**config.mk**
```make
export PLATFORM = sky130hd
export DESIGN_NAME = ldpc_dec_vnode_unit
export DESIGN_NICKNAME = d
export VERILOG_FILES = /design/src/design/ldpc_dec_pkg.sv /design/src/design/ldpc_dec_bit_stat.sv /design/src/design/ldpc_dec_vnode_engine.sv /design/src/design/ldpc_dec_vnode_unit.sv
export VERILOG_INCLUDE_DIRS = /design/src /design/src/design
export SDC_FILE = /design/constraint.sdc
export NUM_CORES = 1
export LEC_CHECK = 0
export BUFFER_PORTS_ARGS = -buffer_cell sky130_fd_sc_hd__buf_2
export CAP_MARGIN = 25
export CORE_ASPECT_RATIO = 1.25
export CORE_MARGIN = 2
export CORE_UTILIZATION = 40
export DETAILED_ROUTE_END_ITERATION = 6
export GPL_TIMING_DRIVEN = 1
export PLACE_DENSITY_LB_ADDON = 0.08
export SETUP_SLACK_MARGIN = 0.05
export SYNTH_ARGS = -nofsm -noshare
export SYNTH_HDL_FRONTEND = slang
export SYNTH_HIERARCHICAL = 1
export SYNTH_SLANG_ARGS = --single-unit
```
**constraint.sdc**
```tcl
create_clock -name iclk -period 3.2 [get_ports iclk]
set_input_delay 0.32 -clock iclk [delete_from_list [all_inputs] [get_ports iclk]]
set_output_delay 0.32 -clock iclk [all_outputs]
set_load 0.1 [all_outputs]
```
**src/design/ldpc_dec_cfg.svh**
```systemverilog
//------------------------------------------------
// configuration macros of the variable node unit
// word widths, column degree, normalization
// factor, mode switches and counter width
//------------------------------------------------

`ifndef LDPC_DEC_CFG_SVH
`define LDPC_DEC_CFG_SVH

// fixed point word widths
`define LDPC_LLR_W        5   // channel llr, signed
`define LDPC_NODE_W       6   // node message, signed

// code structure
`define LDPC_COL_DEG      3   // check node messages per bit

// normalization numerator over 8, one of 4..7
// 6 gives 0.75
`define LDPC_NORM_FACTOR  6

// mode switches
`define LDPC_USE_NORM     1   // scale extrinsic messages
`define LDPC_USE_SC_MODE  1   // zero messages whose sign flipped

// frame statistics
`define LDPC_CNT_W        12  // bits per frame counter

`endif

```
**src/design/ldpc_dec_pkg.sv**
```systemverilog
//------------------------------------------------
// shared types of the variable node unit
// llr and message words, message state, stats FSM
//------------------------------------------------

`include "ldpc_dec_cfg.svh"

package ldpc_dec_pkg;

  //------------------------------------------------
  // data words
  //------------------------------------------------

  // channel llr as it comes from the demapper
  typedef logic signed [`LDPC_LLR_W-1:0]  llr_t;

  // check to variable and variable to check message
  typedef logic signed [`LDPC_NODE_W-1:0] node_t;

  // state of a message from the previous iteration, used by sc rule
  typedef struct packed {
    logic pre_sign;   // message was negative
    logic pre_zero;   // message was zero (erased)
  } node_state_t;

  //------------------------------------------------
  // statistics FSM
  //------------------------------------------------

  typedef enum logic {
    ST_IDLE,          // waiting for sop
    ST_FRAME          // frame open, counting beats
  } stat_state_t;

endpackage

```
**src/design/ldpc_dec_bit_stat.sv**
```systemverilog
//------------------------------------------------
// per frame statistics of the hard decisions
// bit and flip counters, framing check, report
//------------------------------------------------
`timescale 1ns/1ps
`include "ldpc_dec_cfg.svh"

module ldpc_dec_bit_stat import ldpc_dec_pkg::*; (
  input  logic                   iclk,
  input  logic                   ireset,
  input  logic                   clkena,
  // bit stream from the engine
  input  logic                   bit_sop,
  input  logic                   bit_val,
  input  logic                   bit_eop,
  input  logic                   bit_dat,
  input  logic                   bit_flip,
  // frame report
  output logic                   frame_done,   // one pulse per good frame
  output logic                   seq_err,      // broken sop/eop framing
  output logic [`LDPC_CNT_W-1:0] frame_bits,
  output logic [`LDPC_CNT_W-1:0] frame_flips
);

  localparam int W = `LDPC_CNT_W;

  stat_state_t  state;
  logic [W-1:0] bit_cnt;     // beats so far in the open frame
  logic [W-1:0] flip_cnt;    // flipped decisions so far
  logic [W-1:0] bits_nxt;
  logic [W-1:0] flips_nxt;
  logic         open_beat;   // beat that belongs to a frame

  // sop restarts the count at this beat
  always_comb begin
    if (bit_sop) begin
      bits_nxt  = W'(1);
      flips_nxt = W'(bit_flip);
    end else begin
      bits_nxt  = bit_cnt + 1'b1;
      flips_nxt = flip_cnt + W'(bit_flip);
    end
  end

  // the decided bit itself is not counted, only its flip flag
  assign open_beat = bit_val & (bit_sop | (state == ST_FRAME));

  //------------------------------------------------
  // FSM and counters
  //------------------------------------------------

  always_ff @(posedge iclk or posedge ireset) begin
    if (ireset) begin
      state       <= ST_IDLE;
      bit_cnt     <= '0;
      flip_cnt    <= '0;
      frame_bits  <= '0;
      frame_flips <= '0;
      frame_done  <= 1'b0;
      seq_err     <= 1'b0;
    end else if (clkena) begin
      frame_done <= 1'b0;            // pulses
      seq_err    <= 1'b0;
      if (open_beat) begin
        bit_cnt  <= bits_nxt;
        flip_cnt <= flips_nxt;
        state    <= bit_eop ? ST_IDLE : ST_FRAME;
        if (bit_sop && state == ST_FRAME) begin
          seq_err <= 1'b1;           // sop inside a frame, no report on this beat
        end else if (bit_eop) begin
          frame_done  <= 1'b1;
          frame_bits  <= bits_nxt;   // latch totals including this beat
          frame_flips <= flips_nxt;
        end
      end else if (bit_val && bit_eop) begin
        seq_err <= 1'b1;             // stray eop outside a frame
      end
    end
  end

  a_done_err_excl : assert property (@(posedge iclk) disable iff (ireset)
    !(frame_done && seq_err));
  // a valid beat carries a decided bit, x would mean a dead stream
  a_bit_known     : assert property (@(posedge iclk) disable iff (ireset)
    bit_val |-> !$isunknown(bit_dat));

endmodule

```
**src/design/ldpc_dec_vnode_engine.sv**
```systemverilog
//------------------------------------------------
// variable node engine of the min-sum decoder
// adder tree for the a-posteriori sum, hard bit,
// extrinsic messages with normalization, sc rule
// and saturation
//------------------------------------------------
`timescale 1ns/1ps
`include "ldpc_dec_cfg.svh"

module ldpc_dec_vnode_engine import ldpc_dec_pkg::*; (
  input  logic        iclk,
  input  logic        ireset,
  input  logic        clkena,
  // input beat
  input  logic        sop,
  input  logic        val,
  input  logic        eop,
  input  llr_t        llr,
  input  node_t       cnode  [`LDPC_COL_DEG],
  input  node_state_t cstate [`LDPC_COL_DEG],
  // message stream, 4 cycles latency
  output logic        vsop,
  output logic        vval,
  output logic        veop,
  output node_t       vnode  [`LDPC_COL_DEG],
  output node_state_t vstate [`LDPC_COL_DEG],
  // bit stream, 2 cycles latency
  output logic        bit_sop,
  output logic        bit_val,
  output logic        bit_eop,
  output logic        bit_dat,
  output logic        bit_flip
);

  localparam int DEG         = `LDPC_COL_DEG;
  localparam int STAGES      = $clog2(DEG + 1);        // tree depth, llr is one more leaf
  localparam int LEAVES      = 2**STAGES;
  localparam int SUM_W       = `LDPC_NODE_W + STAGES;  // one growth bit per stage
  localparam int NRM_W       = SUM_W + 3;              // room for the x8 numerator
  localparam int SHIFT       = `LDPC_NODE_W - `LDPC_LLR_W;
  localparam int NORM_FACTOR = `LDPC_NORM_FACTOR;
  localparam bit USE_NORM    = `LDPC_USE_NORM;
  localparam bit USE_SC      = `LDPC_USE_SC_MODE;

  typedef logic signed [SUM_W-1:0] sum_t;

  node_t       leaf     [LEAVES];                // tree inputs
  sum_t        sum_r    [STAGES][LEAVES/2];      // partial sums per stage
  node_t       cnode_d  [STAGES][DEG];           // inputs travel with the tree
  node_state_t cstate_d [STAGES][DEG];
  logic        leq0_d   [STAGES];                // llr <= 0, for the flip flag
  sum_t        ext_r    [DEG];                   // extrinsic sums
  node_state_t ext_st_r [DEG];
  sum_t        norm_r   [DEG];                   // normalized, not saturated yet

  logic [STAGES+1:0] val_sr;                     // strobe delay lines
  logic [STAGES+1:0] sop_sr;
  logic [STAGES+1:0] eop_sr;

  //------------------------------------------------
  // strobes
  //------------------------------------------------

  always_ff @(posedge iclk or posedge ireset) begin
    if (ireset) begin
      val_sr <= '0;
    end else if (clkena) begin
      val_sr <= {val_sr[STAGES:0], val};
    end
  end

  always_ff @(posedge iclk) begin
    if (clkena) begin
      sop_sr <= {sop_sr[STAGES:0], sop};
      eop_sr <= {eop_sr[STAGES:0], eop};
    end
  end

  //------------------------------------------------
  // adder tree, llr aligned to message scale
  //------------------------------------------------

  always_comb begin
    for (int i = 0; i < LEAVES; i++) begin
      if (i == 0) begin
        leaf[i] = node_t'(llr) <<< SHIFT;   // channel word in the node format
      end else if (i <= DEG) begin
        leaf[i] = cnode[i-1];
      end else begin
        leaf[i] = '0;                        // pad to a full tree
      end
    end
  end

  for (genvar s = 0; s < STAGES; s++) begin : g_tree
    always_ff @(posedge iclk) begin
      if (clkena) begin
        if (s == 0) begin
          for (int i = 0; i < LEAVES/2; i++) begin
            sum_r[0][i] <= sum_t'(leaf[2*i]) + sum_t'(leaf[2*i+1]);
          end
          cnode_d[0]  <= cnode;
          cstate_d[0] <= cstate;
          leq0_d[0]   <= (llr <= 0);
        end else begin
          for (int i = 0; i < (LEAVES >> (s+1)); i++) begin
            sum_r[s][i] <= sum_r[s-1][2*i] + sum_r[s-1][2*i+1];
          end
          cnode_d[s]  <= cnode_d[s-1];
          cstate_d[s] <= cstate_d[s-1];
          leq0_d[s]   <= leq0_d[s-1];
        end
      end
    end
  end

  //------------------------------------------------
  // hard decision, taken straight off the tree root
  //------------------------------------------------

  assign bit_dat  = sum_r[STAGES-1][0][SUM_W-1];           // negative sum -> 1
  assign bit_flip = bit_dat ^ leq0_d[STAGES-1];            // differs from channel sign
  assign bit_sop  = sop_sr[STAGES-1];
  assign bit_val  = val_sr[STAGES-1];
  assign bit_eop  = eop_sr[STAGES-1];

  //------------------------------------------------
  // extrinsic, sc rule and normalization
  //------------------------------------------------

  always_ff @(posedge iclk) begin
    if (clkena) begin
      for (int c = 0; c < DEG; c++) begin
        ext_r[c]    <= sum_r[STAGES-1][0] - sum_t'(cnode_d[STAGES-1][c]);  // drop own edge
        ext_st_r[c] <= cstate_d[STAGES-1][c];
      end
    end
  end

  always_ff @(posedge iclk) begin
    if (clkena) begin
      for (int c = 0; c < DEG; c++) begin
        // sign changed against a nonzero old message -> erase
        if (USE_SC && !ext_st_r[c].pre_zero && (ext_st_r[c].pre_sign ^ ext_r[c][SUM_W-1])) begin
          norm_r[c] <= '0;
        end else begin
          norm_r[c] <= normalize(ext_r[c]);
        end
      end
    end
  end

  // output side, saturation is combinational after the register
  always_comb begin
    for (int c = 0; c < DEG; c++) begin
      vnode[c]           = saturate(norm_r[c]);
      vstate[c].pre_sign = USE_SC & norm_r[c][SUM_W-1];
      vstate[c].pre_zero = USE_SC & (norm_r[c] == '0);
    end
  end

  assign vsop = sop_sr[STAGES+1];
  assign vval = val_sr[STAGES+1];
  assign veop = eop_sr[STAGES+1];

  //------------------------------------------------
  // arithmetic helpers
  //------------------------------------------------

  // (x * factor + 4) >>> 3, shift-add form of the constant product
  function automatic sum_t normalize(input sum_t x);
    logic signed [NRM_W-1:0] xw;
    logic signed [NRM_W-1:0] tmp;
    xw = x;                                          // sign extend
    case (NORM_FACTOR)
      4:       tmp = (xw <<< 2) + 4;                 // 0.5
      5:       tmp = (xw <<< 2) + xw + 4;            // 0.625
      6:       tmp = (xw <<< 2) + (xw <<< 1) + 4;    // 0.75
      default: tmp = (xw <<< 3) - xw + 4;            // 0.875
    endcase
    return USE_NORM ? sum_t'(tmp[NRM_W-1:3]) : x;
  endfunction

  // clip to the node range, -32..31 for 6 bits
  function automatic node_t saturate(input sum_t x);
    logic sign;
    logic ovf;
    sign = x[SUM_W-1];
    ovf  = (x[SUM_W-1:`LDPC_NODE_W-1] != {(SUM_W-`LDPC_NODE_W+1){sign}});
    return ovf ? {sign, {(`LDPC_NODE_W-1){~sign}}} : x[`LDPC_NODE_W-1:0];
  endfunction

  //------------------------------------------------
  // checks
  //------------------------------------------------

  a_vframe_in_val : assert property (@(posedge iclk) disable iff (ireset)
    (vsop || veop) |-> vval);
  a_bitsop_in_val : assert property (@(posedge iclk) disable iff (ireset)
    bit_sop |-> bit_val);
  a_vval_known    : assert property (@(posedge iclk) disable iff (ireset)
    !$isunknown(vval));

endmodule

```
**src/design/ldpc_dec_vnode_unit.sv**
```systemverilog
//------------------------------------------------
// variable node unit top level
// engine plus per frame bit statistics
//------------------------------------------------
`timescale 1ns/1ps
`include "ldpc_dec_cfg.svh"

module ldpc_dec_vnode_unit import ldpc_dec_pkg::*; (
  input  logic                   iclk,
  input  logic                   ireset,
  input  logic                   clkena,
  // input beat, one coded bit
  input  logic                   sop,
  input  logic                   val,
  input  logic                   eop,
  input  llr_t                   llr,
  input  node_t                  cnode  [`LDPC_COL_DEG],
  input  node_state_t            cstate [`LDPC_COL_DEG],
  // message stream back to the check nodes
  output logic                   vsop,
  output logic                   vval,
  output logic                   veop,
  output node_t                  vnode  [`LDPC_COL_DEG],
  output node_state_t            vstate [`LDPC_COL_DEG],
  // hard decisions
  output logic                   bit_val,
  output logic                   bit_dat,
  // frame report
  output logic                   frame_done,
  output logic [`LDPC_CNT_W-1:0] frame_bits,
  output logic [`LDPC_CNT_W-1:0] frame_flips,
  output logic                   seq_err
);

  logic bit_sop;   // engine to stats only
  logic bit_eop;
  logic bit_flip;

  ldpc_dec_vnode_engine u_engine (
    .iclk     (iclk),
    .ireset   (ireset),
    .clkena   (clkena),
    .sop      (sop),
    .val      (val),
    .eop      (eop),
    .llr      (llr),
    .cnode    (cnode),
    .cstate   (cstate),
    .vsop     (vsop),
    .vval     (vval),
    .veop     (veop),
    .vnode    (vnode),
    .vstate   (vstate),
    .bit_sop  (bit_sop),
    .bit_val  (bit_val),
    .bit_eop  (bit_eop),
    .bit_dat  (bit_dat),
    .bit_flip (bit_flip)
  );

  ldpc_dec_bit_stat u_stat (
    .iclk        (iclk),
    .ireset      (ireset),
    .clkena      (clkena),
    .bit_sop     (bit_sop),
    .bit_val     (bit_val),
    .bit_eop     (bit_eop),
    .bit_dat     (bit_dat),
    .bit_flip    (bit_flip),
    .frame_done  (frame_done),
    .seq_err     (seq_err),
    .frame_bits  (frame_bits),
    .frame_flips (frame_flips)
  );

endmodule

```
### Yosys cells after proc, flatten, opt, wreduce, memory -nomap -nowiden

Memories as Yosys holds them, arrays and structs flattened.
Index checks and enable logic that the tools add are counted.

* output and inout bits: 55
* word-level logic and storage cells: 102
* register bits: 63
* bits in writable memories: 136
* memories kept: 7
* input port bits: 35

* reductions and logical operators: 13
* $lt $le $gt $ge: 1
* bitwise logic cells: 13
* $add $sub $neg: 14
* equal/unequal tests: 3
* mux-type cells: 41

Memories
* u_engine.cnode_d: words 2, width 18, rd ports 2, clocked after Yosys merged registers in 0, wr ports 2, line ldpc_dec_vnode_engine.sv:49 `node_t cnode_d [STAGES][DEG];`
* u_engine.sum_r: words 2, width 16, rd ports 2, clocked after Yosys merged registers in 0, wr ports 2, line ldpc_dec_vnode_engine.sv:48 `sum_t sum_r [STAGES][LEAVES/2];`
* u_engine.ext_r: words 3, width 8, rd ports 3, clocked after Yosys merged registers in 0, wr ports 3, line ldpc_dec_vnode_engine.sv:52 `sum_t ext_r [DEG];`
* u_engine.norm_r: words 3, width 8, rd ports 3, clocked after Yosys merged registers in 0, wr ports 3, line ldpc_dec_vnode_engine.sv:54 `sum_t norm_r [DEG];`
* u_engine.cstate_d: words 2, width 6, rd ports 2, clocked after Yosys merged registers in 0, wr ports 2, line ldpc_dec_vnode_engine.sv:50 `node_state_t cstate_d [STAGES][DEG];`
* u_engine.ext_st_r: words 3, width 2, rd ports 3, clocked after Yosys merged registers in 0, wr ports 3, line ldpc_dec_vnode_engine.sv:53 `node_state_t ext_st_r [DEG];`
* +1 memories

Operator list (count)
* 11-bit two-way mux: 6
* 10-bit by 9-bit adder with 11-bit output: 3
* 11-bit by 4-bit adder with 11-bit output (second input constant): 3
* 1-bit two-way mux: 27
* 8-bit zero test: 3
* 12-bit two-way mux: 2
* 8-bit two-way mux: 3
* 8-bit by 6-bit subtractor with 8-bit output: 3
* 6-bit two-way mux: 3
* 6-bit by 6-bit adder with 7-bit output: 2
* 12-bit by 1-bit adder with 12-bit output: 1
* 12-bit by 1-bit adder with 12-bit output (second input constant): 1
* 8-bit adder: 1
* 2-bit inequality test: 3
* 5-bit by 1-bit <= comparator with 1-bit output (second input constant): 1
* 1-bit logical AND: 5
* 1-bit NOT: 4
* 1-bit bitwise OR: 4
* 4-bit AND reduction: 1
* 1-bit XOR: 4
* 1-bit zero test: 3
* 2-bit AND reduction: 1
* 1-bit bitwise AND: 1

### Logic depth before layout (Yosys ltp)

An unclocked memory read counts as a cell.

* depth after elaboration: 7
* mapped depth: 9

### Cells and area by module

The synthesis kept the hierarchy.

By module, submodules not included
* ldpc_dec_vnode_engine: cells an instance 581, area each 7327.0 um^2, times used 1
* ldpc_dec_bit_stat: cells an instance 262, area each 2647.5 um^2, times used 1

### Least setup slack after synthesis

Ideal clock, no wire load.

* path type: reg-to-output
* start: memory u_engine/norm_r[2][7] (netlist name)
* end: output vnode[0] (netlist name)
* path slack: -347 ps
* buffers on the path: 1
* data arrival time: 3227 ps
* required time: 2880 ps
* cell stages (with the launch flop): 6
* path through: edfxtp_1 inv_1 ha_1 clkbuf_1 nor2_1 o21ai_0

RTL lines
* from (decl): line ldpc_dec_vnode_engine.sv:54
* to (decl): line ldpc_dec_vnode_unit.sv:23 `` output node_t vnode [`LDPC_COL_DEG], ``

==> impl_metrics.toml <==
[cells_and_area]
final_common_cell = "edfxtp_1"
drive_gt1_share_pct = 16.3
fin_cells = 1268
nFillCells = 2290
synthToLayoutAreaGrowth_pct = 13.6
mostFrequentLayoutCells = "edfxtp_1, buf_2, ha_1"
diodes = 0
layout.nets = 1050

[route]
vias_per_cell = 4.82
wire_per_inst_um = 13.9
ant_nets = 0
drt_iter0_drc = 328
drc_errors = 0
first_pass_iters = 4
via_count = 6113
drt-total-wl_um = 17600

[worst_setup_path]
worstSetupStartpointType = "register"
cp_max_fo = 10
crit_type = "register to primary output"
cp-end-kind = "primary output"
crit_required_ns = 2.88
arrival_ns = 2.27

[sta]
tightest_slew_ns = 0.864
fin_skew_ns = 0.00906
max_freq_mhz = 387
setup_viol = 0
slew_viol_final = 0
finalHoldViolCount = 0
slew-limit-headroom_pct = 42.3
rsz0062_at_grt = "false"
fin_hold_ws_ns = 0.0694
setup_slack_ns = 0.614
fin_crit_ns = 2.59
fin_crit_sh_pct = 80.8

[power]
p_leak_nw = 4.82
intPower_w = 0.00570
p_comb_share_pct = 43.5
p_sw_share_pct = 41.8
power_frac_seq_pct = 35.5
power_w = 0.00979
p_switching_w = 0.00409
p_per_area_nw_per_um2 = 864
pwr-share-clk_pct = 21.1
max-vdd-ir-drop_v = 0.000507

[synthesis]
netlist_area_sq_um = 9970
synth_xor_area_share_pct = 5.44
ys_ff_latch = 188
avgSynthCellArea_sq_um = 11.8
yosysSeqAreaShare_pct = 53.8
synth_edf_count = 133
async_flop_share_pct = 29.3
synthSimpleGateAreaFrac_pct = 10.1
synth_top_family_by_area = "compound AO/OA/AOI/OAI gates"
yosys_warnings = 6
synth_top_area_share_pct = 40.0
synth_fa_ha_area_share_pct = 12.0
syn-num-nets = 968
synth_cell_type_count = 59
synth_compound_area_share_pct = 13.4
ys.flop_type = "edfxtp_1"
synthTopCellsByArea = "edfxtp_1, dfrtp_1, ha_1"
yosys-mux-area-fraction_pct = 1.18
syn-instance-count = 843
yosys.area.top_type = "edfxtp_1"

[place]
portBuffers = 89
place_inst = 1235
detailed_place_hpwl_um = 12700
gp_congestion = 0.805
dp_slack_ns = 0.926

[global_routing]
grt_max_degree = 103
grt_first_pass_wirelength_um = 30400
gr-total-overflow = 0
grt_pass1_vias = 6041
antenna_found_initial = 1
grt_usage_pct = 14.1

[worst_hold_path]
hold_class = "input port to register"

[cts]
root_buffer = "clkbuf_16"
clock_latency_ns = 0.43
cts_tree = "yes"
clkSinkCount = 188
ctsHoldBuffers = 1
postCtsSetupBuffers = 0
numCtsBuffers = 17
clkTransAtPathRegs_ns = 0.07
htree_levels = 4
cts_max_path_buffers = 2
ctsResizeCount = 0

[floorplanning]
die_x_um = 145
io_pins = 90
row_count = 64
die_h_um = 181
die_area_sq_um = 26200
core_sq_um = 24500
start_util_pct = 40.7

[run_status]
status = "finished, final reports clean"

[job]
cap_violations = 0
-- metal layers --
| layer | global-route usage (%) | up-vias | routed length (um) |
|---|---|---|---|
| met1 | 20.3 | 2796 | 9090 |
| met3 | 2.63 | 10 | 471 |
| met5 | 0 | - | 13 |
| met2 | 21.7 | 90 | 7870 |
| met4 | 4.27 | 2 | 176 |
| li1 | - | 3215 | - |
-- state kept, by name, indices dropped and copies added (netlist names) --
signal	count
u_engine/eop_sr	4
u_stat/seq_err	1
u_stat/flip_cnt	12
u_engine/ext_st_r	6
u_stat/frame_done	1
u_engine/cnode_d	35
u_stat/state	1
u_engine/cstate_d	12
u_stat/bit_cnt	12
u_engine/norm_r	24
u_engine/val_sr	4
u_engine/leq0_d	2
u_engine/sum_r	22
u_stat/frame_flips	12
u_stat/frame_bits	12
u_engine/ext_r	24
u_engine/sop_sr	4
-- stage by stage --
stage	area (sq um)	utilization, %	setup TNS, ns
CTS	11300	46.3	0
global placement	10700	43.8	0
finish	11300	46.3	0
global route	11300	46.3	0
detailed placement	10700	43.8	0
floorplan	9970	-	-5.20
-- cell usage after synthesis, types with 8 or more instances --
| master | number |
|---|---|
| o21bai_1 | 8 |
| o21ai_0 | 63 |
| nand2_1 | 34 |
| ha_1 | 81 |
| nor2_1 | 62 |
| buf_2 | 16 |
| inv_1 | 62 |
| clkbuf_1 | 12 |
| a211oi_1 | 10 |
| xor2_1 | 25 |
| fa_1 | 9 |
| a21oi_1 | 30 |
| nor3_1 | 21 |
| dfrtp_1 | 55 |
| o21a_1 | 9 |
| nand3_1 | 9 |
| a22o_1 | 16 |
| edfxtp_1 | 133 |
| o31ai_1 | 17 |
| nand2b_1 | 8 |
| xnor2_1 | 37 |
| nor2b_1 | 22 |
| a21o_1 | 15 |
-- kinds of logic (layout without fill, tap and decap cells) --
family / after synthesis / count (layout)
compound gates: 204 / 204
mux: 11 / 11
flops: 188 / 188
buf+inv: 96 / 191
fa+ha+maj: 90 / 90
xor+xnor: 62 / 62
simple gates: 192 / 192
-- worst max-delay path, stage by stage, from the launching register on --
cell and delay, ns:
edfxtp_1 0.48, inv_1 0.15, ha_1 0.44, nor2b_1 0.14, o21ai_0 0.08, o21ai_0 0.10, buf_2 0.46
-- area by class of cell --
type                       count  area (sq um)  area share, %
multi-input combinational    559          4200           37.1
clock inverter                11           108          0.949
sequential                   188          5370           47.4
timing repair buffer          97           534           4.71
clock buffer                  21           472           4.16
inverter                      62           233           2.05
tap                          330           413           3.64
-- final timing paths --
| check | to | slack [ns] | from | depth (start not counted) |
|---|---|---|---|---|
| worst min register to register | u_engine/cnode_d[0][27] | 0.41 | u_engine/cnode_d[0][9] | 0 |
| max in group asynchronous | u_stat/seq_err | 1.84 | ireset | 4 |
| worst max-delay path | vnode[8] | 0.61 | u_engine/norm_r[1][7] | 6 |
| worst max register to register | u_engine/norm_r[2][6] | 0.95 | u_engine/ext_r[0][18] | 7 |
| worst min-delay path | u_engine/cstate_d[0][2] | 0.07 | cstate[2] | 1 |
| min in group asynchronous | u_engine/val_sr[0] | 0.35 | ireset | 3 |
-- power groups by stage --
| stage | Clock [W] | Combinational (W) | Sequential (W) |
|---|---|---|---|
| 2_1_floorplan | 0 | 0.00327 | 0.00377 |
| 3_3_place_gp | 0 | 0.00425 | 0.00353 |
| 3_5_place_dp | 0 | 0.00425 | 0.00354 |
| 4_1_cts | 0.00214 | 0.00427 | 0.00349 |
| 5_1_grt | 0.00223 | 0.00472 | 0.00354 |
| 6_report | 0.00206 | 0.00425 | 0.00347 |
No activity file was read; power rests on OpenSTA's default activity.
